## config.mk

```make
export PLATFORM = sky130hd
export DESIGN_NAME = bus_decoder
export DESIGN_NICKNAME = d
export VERILOG_FILES = /design/src/design/fabric_pkg.sv /design/src/design/bus_decoder.sv
export SDC_FILE = /design/constraint.sdc
export NUM_CORES = 1
export LEC_CHECK = 0
export BUFFER_PORTS_ARGS = -buffer_cell sky130_fd_sc_hd__buf_2
export CORE_AREA = 2 2 109 111
export DETAILED_ROUTE_END_ITERATION = 7
export DIE_AREA = 0 0 111 113
export GPL_ROUTABILITY_DRIVEN = 0
export PLACE_DENSITY = 0.52
export RECOVER_POWER = 25
export SETUP_SLACK_MARGIN = 0.02
export SYNTH_ARGS = -nofsm -noshare
export SYNTH_HDL_FRONTEND = slang
export SYNTH_SLANG_ARGS = --single-unit
```

## constraint.sdc

```tcl
create_clock -name clk -period 3.6 [get_ports clk]
set_input_delay 0.72 -clock clk [delete_from_list [all_inputs] [get_ports clk]]
set_output_delay 0.72 -clock clk [all_outputs]
set_load 0.03 [all_outputs]
```

## src/design/fabric_pkg.sv

```systemverilog
// Shared memory map, register offsets and address views for the bus fabric, used by scoped names
`default_nettype none

package fabric_pkg;

  // --------------------------------------------------------------------------
  // Top level areas, selected by address bits 31:30
  // --------------------------------------------------------------------------
  localparam logic [1:0] area_rom      = 2'h0;
  localparam logic [1:0] area_ram      = 2'h1;
  localparam logic [1:0] area_reserved = 2'h2;
  localparam logic [1:0] area_mmio     = 2'h3;

  // MMIO core prefixes, address bits 29:24
  localparam logic [5:0] core_timer = 6'h01;
  localparam logic [5:0] core_touch = 6'h04;
  localparam logic [5:0] core_ctrl  = 6'h3f;

  // Timer registers
  localparam logic [7:0] timer_addr_ctrl      = 8'h08;
  localparam logic [7:0] timer_addr_status    = 8'h09;
  localparam logic [7:0] timer_addr_prescaler = 8'h0a;
  localparam logic [7:0] timer_addr_value     = 8'h0b;

  // Touch sense registers
  localparam logic [7:0] touch_addr_status = 8'h09;

  // Control core registers
  localparam logic [7:0] ctrl_addr_name     = 8'h00;
  localparam logic [7:0] ctrl_addr_app_mode = 8'h08;
  localparam logic [7:0] ctrl_addr_led      = 8'h09;
  localparam logic [7:0] ctrl_addr_gpio     = 8'h0a;

  // Reads back as "app1"
  localparam logic [31:0] ctrl_name_value = 32'h6170_7031;

  // First word of the firmware-only RAM quarter
  localparam logic [7:0] ram_fw_base = 8'hc0;

  // One master address, seen either as an area or as an MMIO register
  typedef union packed {
    struct packed {
      logic [1:0]  area;
      logic [29:0] rest;
    } area_view;
    struct packed {
      logic [1:0]  area;
      logic [5:0]  core;
      logic [13:0] unused;
      logic [7:0]  offset;
      logic [1:0]  byte_sel;
    } mmio_view;
  } cpu_addr_t;

endpackage

`default_nettype wire

```

## src/design/bus_decoder.sv

```systemverilog
// Address decoder: turns master requests into core selects and registers the read-back
`default_nettype none
`timescale 1ns/1ps

module bus_decoder (
  input  logic        clk,
  input  logic        reset_n,

  // Master side
  input  logic        mem_valid,
  input  logic [31:0] mem_addr,
  input  logic [3:0]  mem_wstrb,
  input  logic [31:0] mem_wdata,
  output logic        mem_ready,
  output logic [31:0] mem_rdata,

  // Core side
  input  logic        ram_ready,
  input  logic [31:0] ram_rdata,
  input  logic [31:0] timer_rdata,
  input  logic [31:0] touch_rdata,
  input  logic [31:0] ctrl_rdata,
  output logic        ram_cs,
  output logic        timer_cs,
  output logic        touch_cs,
  output logic        ctrl_cs,
  output logic        core_we,
  output logic [3:0]  ram_we,
  output logic [7:0]  core_address,
  output logic [31:0] core_wdata
);

  fabric_pkg::cpu_addr_t addr;

  logic [31:0] rdata_new;
  logic        ready_new;

  assign addr = mem_addr;

  // Shared request fields, every core sees the same word offset
  assign core_we      = |mem_wstrb;
  assign ram_we       = mem_wstrb;
  assign core_address = addr.mmio_view.offset;
  assign core_wdata   = mem_wdata;

  // --------------------------------------------------------------------------
  // Select and response mux
  // --------------------------------------------------------------------------
  always_comb begin
    ram_cs    = 1'b0;
    timer_cs  = 1'b0;
    touch_cs  = 1'b0;
    ctrl_cs   = 1'b0;
    rdata_new = 32'h0;
    ready_new = 1'b0;

    // Registered ready closes the access, so no select in that cycle
    if (mem_valid && !mem_ready) begin
      case (addr.area_view.area)
        fabric_pkg::area_ram: begin
          ram_cs    = 1'b1;
          rdata_new = ram_rdata;
          ready_new = ram_ready;
        end

        fabric_pkg::area_mmio: begin
          case (addr.mmio_view.core)
            fabric_pkg::core_timer: begin
              timer_cs  = 1'b1;
              rdata_new = timer_rdata;
              ready_new = 1'b1;
            end

            fabric_pkg::core_touch: begin
              touch_cs  = 1'b1;
              rdata_new = touch_rdata;
              ready_new = 1'b1;
            end

            fabric_pkg::core_ctrl: begin
              ctrl_cs   = 1'b1;
              rdata_new = ctrl_rdata;
              ready_new = 1'b1;
            end

            // Unmapped cores answer at once with zero
            default: begin
              rdata_new = 32'h0;
              ready_new = 1'b1;
            end
          endcase
        end

        fabric_pkg::area_rom, fabric_pkg::area_reserved: begin
          rdata_new = 32'h0;
          ready_new = 1'b1;
        end
      endcase
    end
  end

  // --------------------------------------------------------------------------
  // Response register toward the master
  // --------------------------------------------------------------------------
  always_ff @(posedge clk) begin
    if (!reset_n) begin
      mem_ready <= 1'b0;
      mem_rdata <= 32'h0;
    end else begin
      mem_ready <= ready_new;
      mem_rdata <= rdata_new;
    end
  end

endmodule

`default_nettype wire

```

* After elaboration in Yosys (flattened, before gate mapping)
Index checks and enable logic that the tools add are counted.
** Cells by class
- Multipliers :: 0
- Bitwise operators :: 0
- Order comparisons :: 0
- Divide/modulo/power cells :: 0
- Reductions and logical operators :: 7
- Shift-type cells :: 0
- Eq/ne operators :: 6
- Add/subtract/negate cells :: 0
- Multiplexer cells :: 14
** Operator list (count)
- $pmux W32 S3 :: 2
- $mux W1 :: 11
- $eq A6 B1 Y1 const B :: 1
- $eq A6 B3 Y1 const B :: 1
- $eq A6 B6 Y1 const B :: 1
- $eq A2 B2 Y1 const B :: 2
- $reduce_or A4 Y1 :: 1
- $reduce_or A3 Y1 :: 1
- $eq A2 B1 Y1 const B :: 1
- $logic_not A2 Y1 :: 1
- $pmux W1 S2 :: 1
- $reduce_and A2 Y1 :: 1
- $reduce_or A2 Y1 :: 1
- $logic_and A1 B1 Y1 :: 1
- $logic_not A1 Y1 :: 1
** Storage, ports and cells
- Bits in registers :: 33
- Memories kept :: 0
- Word-level logic and storage cells :: 29
- Bits in writable memories :: 0
- Bits in latches :: 0
- ROM bits :: 0

* Depth between registers and ports, before layout
Gate-level depths: netlist of run 1.
- Depth in word-level cells :: 4
- Gate-level depth with buffers :: 5
- Depth with buffers taken out :: 4

* Worst setup path after synthesis of run 1
OpenSTA, ideal clock, no wires.
- Kind :: in2out
- Start :: in mem_addr[25]
- End :: out timer_cs
- Path slack :: 0.640 ns
- Path buffers :: 1
- Data arrival time :: 2.240 ns
- Cell stages on the path :: 4
- Cells stage by stage :: or4_4 -> nor3_4 -> buf_2 -> nor2b_1
** Between the ends
- Cells in the longest elaborated chain, start to end :: 4
** Ends and longest elaborated chain
- from (decl) :: line bus_decoder.sv:11 : input logic [31:0] mem_addr,
- $eq A6 B1 Y1 :: line bus_decoder.sv:67 : case (addr.mmio_view.core)
- $mux W1 :: line bus_decoder.sv:67
- $mux W1 :: line bus_decoder.sv:59 : case (addr.area_view.area)
- $mux W1 :: line bus_decoder.sv:58 : if (mem_valid && !mem_ready) begin
- to (decl) :: line bus_decoder.sv:24 : output logic timer_cs,
Every way passes these cells.

* Worst setup path in the final report of run 1
Ends and elaborated chain as after synthesis.

==> results of run 1 <==
registers in the layout, indices dropped and copies added, names as in the netlist:
name and cells:
mem_rdata 32, mem_ready 1
worst paths after layout:
kind	slack, ns	endpoint	cells past startpoint
max	0.95	timer_cs	5
min	0.65	mem_rdata[2]	2
max reg2reg	1.85	mem_rdata[9]	5
min reg2reg	0.78	mem_ready	3
layout make-up:
| class | instances | area, um2 |
|---|---|---|
| inverters | 1 | 6.256 |
| clock buffers | 7 | 142.6 |
| multi-input cells | 90 | 991.0 |
| well taps | 143 | 178.9 |
| repair buffers | 191 | 969.7 |
| flip-flops and latches | 33 | 660.6 |
| fillers | 1203 | 8323 |
routing by layer:
| metal | vias up | global-route usage [%] | share of wire [%] |
|---|---|---|---|
| met5 | - | 0 | 0 |
| met3 | 30 | 2.999 | 8.6 |
| met1 | 954 | 12.40 | 36 |
| li1 | 981 | - | - |
| met4 | 0 | 5.417 | 3.1 |
| met2 | 109 | 22.25 | 52 |
power by group through the flow:
| stage | sequential, mW | combinational [mW] | clock [mW] |
|---|---|---|---|
| global route | 0.374 | 0.164 | 0.448 |
| detailed placement | 0.381 | 0.151 | 0 |
| CTS | 0.373 | 0.152 | 0.437 |
| global placement | 0.381 | 0.148 | 0 |
| finish | 0.374 | 0.150 | 0.413 |
| floorplan | 0.394 | 0.125 | 0 |
cells by family after synthesis:
kind of cell / count (synthesis) / synth area share (%)
and+or+nand+nor: 25 / 7.834
AOI/OAI and AO/OA: 65 / 38.52
DFF: 33 / 31.34
buffers and inverters: 60 / 22.31
stage by stage:
stage | hold WS [ns] | cell area (um2) | total power, mW | utilization (%) | std cells
5_1_grt | 0.6485 | 2949 | 0.9856 | 26.16 | 465
3_5_place_dp | 0.7759 | 2808 | 0.5327 | 24.91 | 458
3_3_place_gp | 0.7535 | 2808 | 0.5297 | 24.91 | 458
4_1_cts | 0.6393 | 2950 | 0.9621 | 26.17 | 465
2_1_floorplan | 0.8277 | 2108 | 0.5192 | - | 183
6_report | 0.6481 | 2949 | 0.9372 | 26.16 | 465
synth_stat cells:
master / number
a221oi_1: 2
a222oi_1: 30
and2_1: 1
and2_2: 1
and2b_2: 1
and3_1: 1
and3_2: 1
buf_2: 7
buf_4: 44
buf_6: 3
clkbuf_8: 2
dfxtp_1: 33
dlymetal6s2s_1: 3
inv_4: 1
nand2_1: 3
nand2b_1: 2
nand3_1: 1
nor2_1: 3
nor2_2: 1
nor2b_1: 2
nor3_1: 1
nor3_2: 1
nor3_4: 1
nor3b_1: 1
nor4_1: 2
o2bb2ai_1: 2
o2bb2ai_2: 30
o311ai_4: 1
or4_1: 1
or4_4: 1
==> impl_metrics.py, run 1 <==
metrics = {
    "status": {
        "outcome": "completed",
    },
    "routing": {
        "wl_um": 7551,
        "drt.antenna.violating_nets": 0,
        "wl_per_cell_um": 16.24,
        "drt_iter0_markers": 149,
        "vias": 2074,
        "dr.pass1.iters": 7,
        "vias_per_cell": 4.460,
        "drc": 0,
    },
    "power_and_ir_drop": {
        "pwr-share-clk_pct": 44.1,
        "power_leakage_nw": 1.336,
        "vdd_drop_max_v": 0.0001650,
        "pwr-share-seq_pct": 39.9,
        "combPwrFrac_pct": 16.0,
        "p_sw_uw": 217.6,
        "sw_frac_of_total_pct": 23.22,
        "intPower_uw": 719.6,
        "p_per_area_nw_per_um2": 317.8,
    },
    "global_routing": {
        "globalRoute.totalOverflow": 0,
        "grt_start_max_net_pins": 33,
        "antenna_found_initial": 0,
        "grt_pass1_vias": 2223,
        "gr-usage-all-layers_pct": 11.83,
        "grt_pass1_wl_um": 11540,
    },
    "final_layout": {
        "drive_gt1_share_pct": 73.29,
        "final_common_cell": "buf_2",
        "diodes": 0,
        "nNetsFinal": 522,
        "mostFrequentLayoutCells": "184 x buf_2, 33 x dfxtp_1, 30 x a222oi_1, 30 x o2bb2ai_2, 6 x buf_4",
        "area_growth_pct": 39.88,
    },
    "clock_tree": {
        "ctsResizeCount": 0,
        "htreeDepth": 2,
        "cts_setup_buffers": 0,
        "clk_path_buf_depth": 2,
        "hold_buffers": 0,
        "cts_tree": "yes",
        "clock-sinks": 33,
        "clock-root-buffer": "clkbuf_16",
        "numCtsBuffers": 5,
        "clk-insertion-delay-late_ns": 0.27,
        "clk_pin_slew_ns": 0.05,
    },
    "worst_setup_path": {
        "crit_family": "simple AND/OR/NAND/NOR gates",
        "critPathCaptureType": "output port",
        "startpoint": "mem_addr[25]",
        "max_stage_delay_ns": 0.57,
        "crit_top_cell": "buf_2",
        "worst_r2r_startpoint": "mem_ready",
        "critical_path.max_fanout": 3,
        "cp.arrival_ns": 1.93,
        "crit_buf_inv": 2,
        "slowest_stage": "or4_4",
        "cp-start-kind": "input pin",
        "crit_required_ns": 2.88,
        "crit_chain": "buf_2, or4_4, nor3_4, nor2b_1, buf_2",
        "crit_type": "in2out",
    },
    "timing": {
        "rsz0062_at_grt": "false",
        "fin_skew_ns": 0.002983,
        "worst_slew_pin_slew_ns": 0.6684,
        "timing.final.crit_period_ns": 2.651,
        "finalMaxSlewViolations": 0,
        "worst_slack_ns": 0.9492,
        "final-hold-violation-count": 0,
        "timing.final.crit_share_pct": 73.63,
        "slew_headroom_pct": 55.34,
        "max_clock_freq_mhz": 377.2,
        "setup_viol": 0,
        "setup-tns-final_ns": 0,
    },
    "synth": {
        "synth_nets": 383,
        "synth-seq-cells": 33,
        "ys_seq_area_share_pct": 31.34,
        "synth_top_area_share_pct": 31.34,
        "netlist_area_um2": 2108,
        "ys_warn_count": 0,
        "ys_types": 30,
        "synth_top_area_cell": "dfxtp_1",
        "postSynthCellCount": 183,
        "synth_area_leaders": "dfxtp_1 31%, o2bb2ai_2 21%, buf_4 16%, a222oi_1 14%, dlymetal6s2s_1 1.8%",
        "avgSynthCellArea_um2": 11.52,
    },
    "worst_hold_path": {
        "hold_start": "ram_rdata[2]",
        "hold_path_class": "in2reg",
    },
    "job": {
        "maxCapViolCount": 0,
    },
    "place": {
        "dp_hpwl_um": 6015,
        "port_buffers": 185,
        "dp_slack_ns": 0.7824,
    },
    "floorplan": {
        "fp-row-count": 39,
        "dieArea_um2": 12540,
        "die_width_um": 111,
        "coreArea_um2": 11270,
        "ios": 282,
        "die_height_um": 113,
        "start_util_pct": 18.70,
    },
}
Power figures use the tool's default switching activity.
==> run 2: changes to the inputs <==
- CORE_AREA: 2 2 109 111 -> 2 2 108 110
- DIE_AREA: 0 0 111 113 -> 0 0 110 112
- PLACE_DENSITY: 0.52 -> 0.54
- clock period: 3.6 -> 2.22 ns (I/O delays scaled with it)
==> impl_metrics.py, run 2 (synthesis gave the netlist of run 1 again) <==
metrics = {
    "routing": {
        "vias_per_cell": 4.601,
        "vias": 2158,
        "drt_iter0_markers": 171,
        "drc": 0,
        "drt.antenna.violating_nets": 0,
        "wl_per_cell_um": 16.21,
        "wl_um": 7602,
        "dr.pass1.iters": 8,
    },
    "power_and_ir_drop": {
        "combPwrFrac_pct": 14.8,
        "pwr-share-seq_pct": 36.4,
        "p_per_area_nw_per_um2": 547.9,
        "intPower_mw": 1.288,
        "sw_frac_of_total_pct": 22.53,
        "vdd_drop_max_v": 0.0003882,
        "power_mw": 1.663,
        "power_leakage_nw": 1.381,
        "pwr-share-clk_pct": 48.8,
        "p_sw_uw": 374.7,
    },
    "job": {
        "maxCapViolCount": 0,
    },
    "timing": {
        "timing.final.crit_share_pct": 94.29,
        "slew_headroom_pct": 59.52,
        "rsz0062_at_grt": "false",
        "fin_skew_ns": 0.005233,
        "setup-tns-final_ns": 0,
        "setup_viol": 0,
        "worst_slew_pin_slew_ns": 0.6058,
        "max_clock_freq_mhz": 477.7,
        "timing.final.crit_period_ns": 2.093,
        "finalMaxSlewViolations": 0,
        "final-hold-violation-count": 0,
    },
    "final_layout": {
        "area_growth_pct": 43.98,
        "largest_reg_flops": 32,
        "fill_cells": 1200,
        "largest-register": "mem_rdata",
        "nNetsFinal": 525,
        "final_common_cell": "buf_2",
        "mostFrequentLayoutCells": "185 x buf_2, 33 x dfxtp_1, 30 x a222oi_1, 30 x o2bb2ai_2, 7 x buf_4",
        "drive_gt1_share_pct": 74.23,
        "diodes": 0,
        "reg_top3": "mem_rdata (32), mem_ready (1)",
    },
    "clock_tree": {
        "clock-root-buffer": "clkbuf_16",
        "hold_buffers": 0,
        "clk_path_buf_depth": 2,
        "cts_tree": "yes",
        "ctsResizeCount": 0,
        "htreeDepth": 2,
        "clk-insertion-delay-late_ns": 0.27,
        "numCtsBuffers": 5,
        "clock-sinks": 33,
        "clk_pin_slew_ns": 0.06,
        "cts_setup_buffers": 0,
    },
    "worst_setup_path": {
        "crit_type": "in2out",
        "r2r_setup_slack_ns": 0.47,
        "critPathCaptureType": "output port",
        "crit_required_ns": 1.78,
        "cp-start-kind": "input pin",
        "critical_path.max_fanout": 3,
        "cp.arrival_ns": 1.65,
    },
    "floorplan": {
        "fp-row-count": 39,
        "start_util_pct": 18.87,
        "ios": 282,
        "dieArea_um2": 12320,
        "die_width_um": 110,
        "die_height_um": 112,
        "coreArea_um2": 11170,
    },
    "global_routing": {
        "gr-usage-all-layers_pct": 11.43,
        "gr-usage-met3_pct": 3.337,
        "grt_pass1_vias": 2020,
        "grt_pass1_wl_um": 10620,
        "gr-usage-met2_pct": 20.70,
        "grt_util_met1_pct": 11.20,
        "grt_most_used_layer": "met2",
        "globalRoute.totalOverflow": 0,
        "antenna_found_initial": 0,
        "grt_start_max_net_pins": 20,
    },
    "place": {
        "dp_hpwl_um": 6198,
        "port_buffers": 185,
    },
    "worst_hold_path": {
        "hold_path_class": "in2reg",
    },
    "status": {
        "outcome": "completed",
    },
}
==> run 2: cell types whose count changed in the layout (fill, tap and decap cells not counted), sizes merged <==
cell    delta
clkbuf     -1
bufinv     +1
buf        +4
==> run 2: area by class of cell <==
cell class | count | area (um2) | share of cell area (%)
flip-flops and latches | 33 | 660.6 | 21.76
multi-input cells | 90 | 998.5 | 32.89
inverters | 1 | 6.256 | 0.2061
repair buffers | 194 | 1018 | 33.55
clock buffers | 7 | 142.6 | 4.699
clock inverters | 1 | 30.03 | 0.9893
well taps | 143 | 178.9 | 5.894
==> run 2: path summary, 6_finish.rpt <==
path / from / to / cells past startpoint
worst min register to register: mem_ready / mem_ready / 3
worst max register to register: mem_ready / mem_rdata[31] / 5
worst max-delay path: mem_addr[25] / timer_cs / 5
worst min-delay path: ram_rdata[19] / mem_rdata[19] / 2
==> run 2: worst max-delay path, stage by stage <==
cell	delay, ns
buf_2	0.12
or4_4	0.57
nor3_4	0.15
nor2b_4	0.16
buf_2	0.21
==> run 2: metal layers <==
layer / wire length (um) / vias up
met5: 0 / -
met4: 246 / 0
met3: 896 / 37
met2: 3825 / 143
met1: 2633 / 983
li1: - / 995
==> run 2: power groups by stage <==
stage | clock [mW] | combinational, mW | sequential (mW)
2_1_floorplan | 0 | 0.203 | 0.639
3_3_place_gp | 0 | 0.243 | 0.618
3_5_place_dp | 0 | 0.247 | 0.618
4_1_cts | 0.855 | 0.248 | 0.605
5_1_grt | 0.880 | 0.266 | 0.606
6_report | 0.812 | 0.246 | 0.605
==> run 2: metrics by stage <==
stage	util, %	setup slack (ns)	std cells	cell area (um2)	hold WS (ns)
6_report	27.16	0.1267	469	3035	0.3687
3_5_place_dp	25.62	0.05351	461	2863	0.6523
2_1_floorplan	-	0.03772	183	2116	0.5517
4_1_cts	27.16	0.1220	469	3035	0.3577
3_3_place_gp	25.62	0.09469	461	2863	0.6504
5_1_grt	27.16	0.07053	469	3035	0.3683
==> run 3: changes to the inputs <==
- CTS_BUF_LIST: default -> sky130_fd_sc_hd__clkbuf_8
- RECOVER_POWER: 25 -> default
==> impl_metrics.py, run 3 (synthesis gave the netlist of run 1 again) <==
metrics = {
    "status": {
        "outcome": "completed",
    },
    "floorplan": {
        "start_util_pct": 18.87,
        "dieArea_um2": 12320,
        "fp-row-count": 39,
        "die_width_um": 110,
        "ios": 282,
        "die_height_um": 112,
        "coreArea_um2": 11170,
    },
    "global_routing": {
        "grt_pass1_wl_um": 10620,
        "grt_start_max_net_pins": 20,
        "grt_pass1_vias": 2026,
        "gr-usage-all-layers_pct": 11.44,
        "globalRoute.totalOverflow": 0,
        "antenna_found_initial": 0,
    },
    "job": {
        "maxCapViolCount": 0,
    },
    "timing": {
        "timing.final.crit_share_pct": 94.30,
        "worst_slack_ns": 0.1265,
        "final-hold-violation-count": 0,
        "max_clock_freq_mhz": 477.7,
        "rsz0062_at_grt": "false",
        "setup-tns-final_ns": 0,
        "timing.final.crit_period_ns": 2.094,
        "whs_ns": 0.3548,
        "finalMaxSlewViolations": 0,
        "worst_slew_pin_slew_ns": 0.6108,
        "slew_headroom_pct": 59.18,
        "setup_viol": 0,
        "fin_skew_ns": 0.008916,
    },
    "power_and_ir_drop": {
        "combPwrFrac_pct": 17.0,
        "power_leakage_nw": 1.360,
        "p_sw_uw": 354.6,
        "sw_frac_of_total_pct": 24.58,
        "pwr-share-seq_pct": 41.9,
        "p_per_area_nw_per_um2": 484.4,
        "intPower_mw": 1.088,
        "pwr-share-clk_pct": 41.1,
        "vdd_drop_max_v": 0.0003171,
        "power_mw": 1.443,
    },
    "final_layout": {
        "reg_top3": "mem_rdata (32), mem_ready (1)",
        "stdcell_count": 469,
        "nNetsFinal": 525,
        "area_growth_pct": 41.31,
        "drive_gt1_share_pct": 74.23,
        "diodes": 0,
        "final_core_util_pct": 26.66,
        "stdcell_area_um2": 2979,
        "largest-register": "mem_rdata",
        "final_common_cell": "buf_2",
        "mostFrequentLayoutCells": "185 x buf_2, 33 x dfxtp_1, 30 x a222oi_1, 30 x o2bb2ai_2, 7 x buf_4",
        "largest_reg_flops": 32,
    },
    "worst_setup_path": {
        "crit_type": "in2out",
        "critPathCaptureType": "output port",
        "crit_required_ns": 1.78,
        "critical_path.max_fanout": 3,
        "reg2regPathDepth": 5,
        "cp.arrival_ns": 1.65,
        "cp-start-kind": "input pin",
    },
    "routing": {
        "wl_um": 7568,
        "vias_per_cell": 4.580,
        "drt.antenna.violating_nets": 0,
        "dr.pass1.iters": 7,
        "vias": 2148,
        "drc": 0,
        "wl_per_cell_um": 16.14,
        "drt_iter0_markers": 165,
    },
    "place": {
        "dpl_cell_area_um2": 2863,
        "dp_slack_ns": 0.05351,
        "port_buffers": 185,
        "dp_cells": 461,
        "dp_hpwl_um": 6198,
    },
    "clock_tree": {
        "clock-root-buffer": "clkbuf_8",
        "clk_path_buf_depth": 2,
        "cts_tree": "yes",
        "numCtsBuffers": 5,
        "htreeDepth": 2,
        "clk-insertion-delay-late_ns": 0.29,
        "hold_buffers": 0,
        "cts_setup_buffers": 0,
        "clock-sinks": 33,
        "ctsResizeCount": 0,
        "clk_pin_slew_ns": 0.08,
    },
    "worst_hold_path": {
        "hold-path-cell-count": 2,
        "hold_path_class": "in2reg",
    },
}
[run 3: cell types whose count changed in the layout (fill, tap and decap cells not counted)]
cell and change:
clkbuf_1 -1, clkbuf_16 -5, clkbuf_8 +5, inv_1 +1
[run 3: area by class of cell]
type / instances / area, um2
clock buffer: 6 / 82.58
sequential: 33 / 660.6
inverter: 1 / 6.256
multi-input combinational: 90 / 998.5
fill: 1204 / 8195
clock inverter: 2 / 33.78
tap: 143 / 178.9
timing repair buffer: 194 / 1018
[run 3: final timing paths]
path | end | slack (ns) | start
max | timer_cs | 0.13 | mem_addr[25]
min | mem_rdata[10] | 0.35 | ram_rdata[10]
max reg2reg | mem_rdata[31] | 0.46 | mem_ready
min reg2reg | mem_ready | 0.78 | mem_ready
[run 3: power groups by stage]
stage / sequential [mW] / combinational (mW) / clock [mW]
finish: 0.604 / 0.245 / 0.593
detailed placement: 0.618 / 0.247 / 0
global placement: 0.618 / 0.243 / 0
CTS: 0.604 / 0.248 / 0.634
floorplan: 0.639 / 0.203 / 0
global route: 0.605 / 0.266 / 0.659
[run 3: worst max-delay path, stage by stage]
cell and delay (ns):
buf_2 0.12, or4_4 0.57, nor3_4 0.15, nor2b_4 0.15, buf_2 0.21
[run 3: per-layer routing]
layer | wire length (um) | vias to the layer above | GRT usage (%)
li1 | - | 993 | -
met1 | 2635 | 973 | 11.06
met2 | 3769 | 144 | 20.90
met3 | 890 | 38 | 3.337
met4 | 272 | 0 | 6.835
met5 | 0 | - | 0
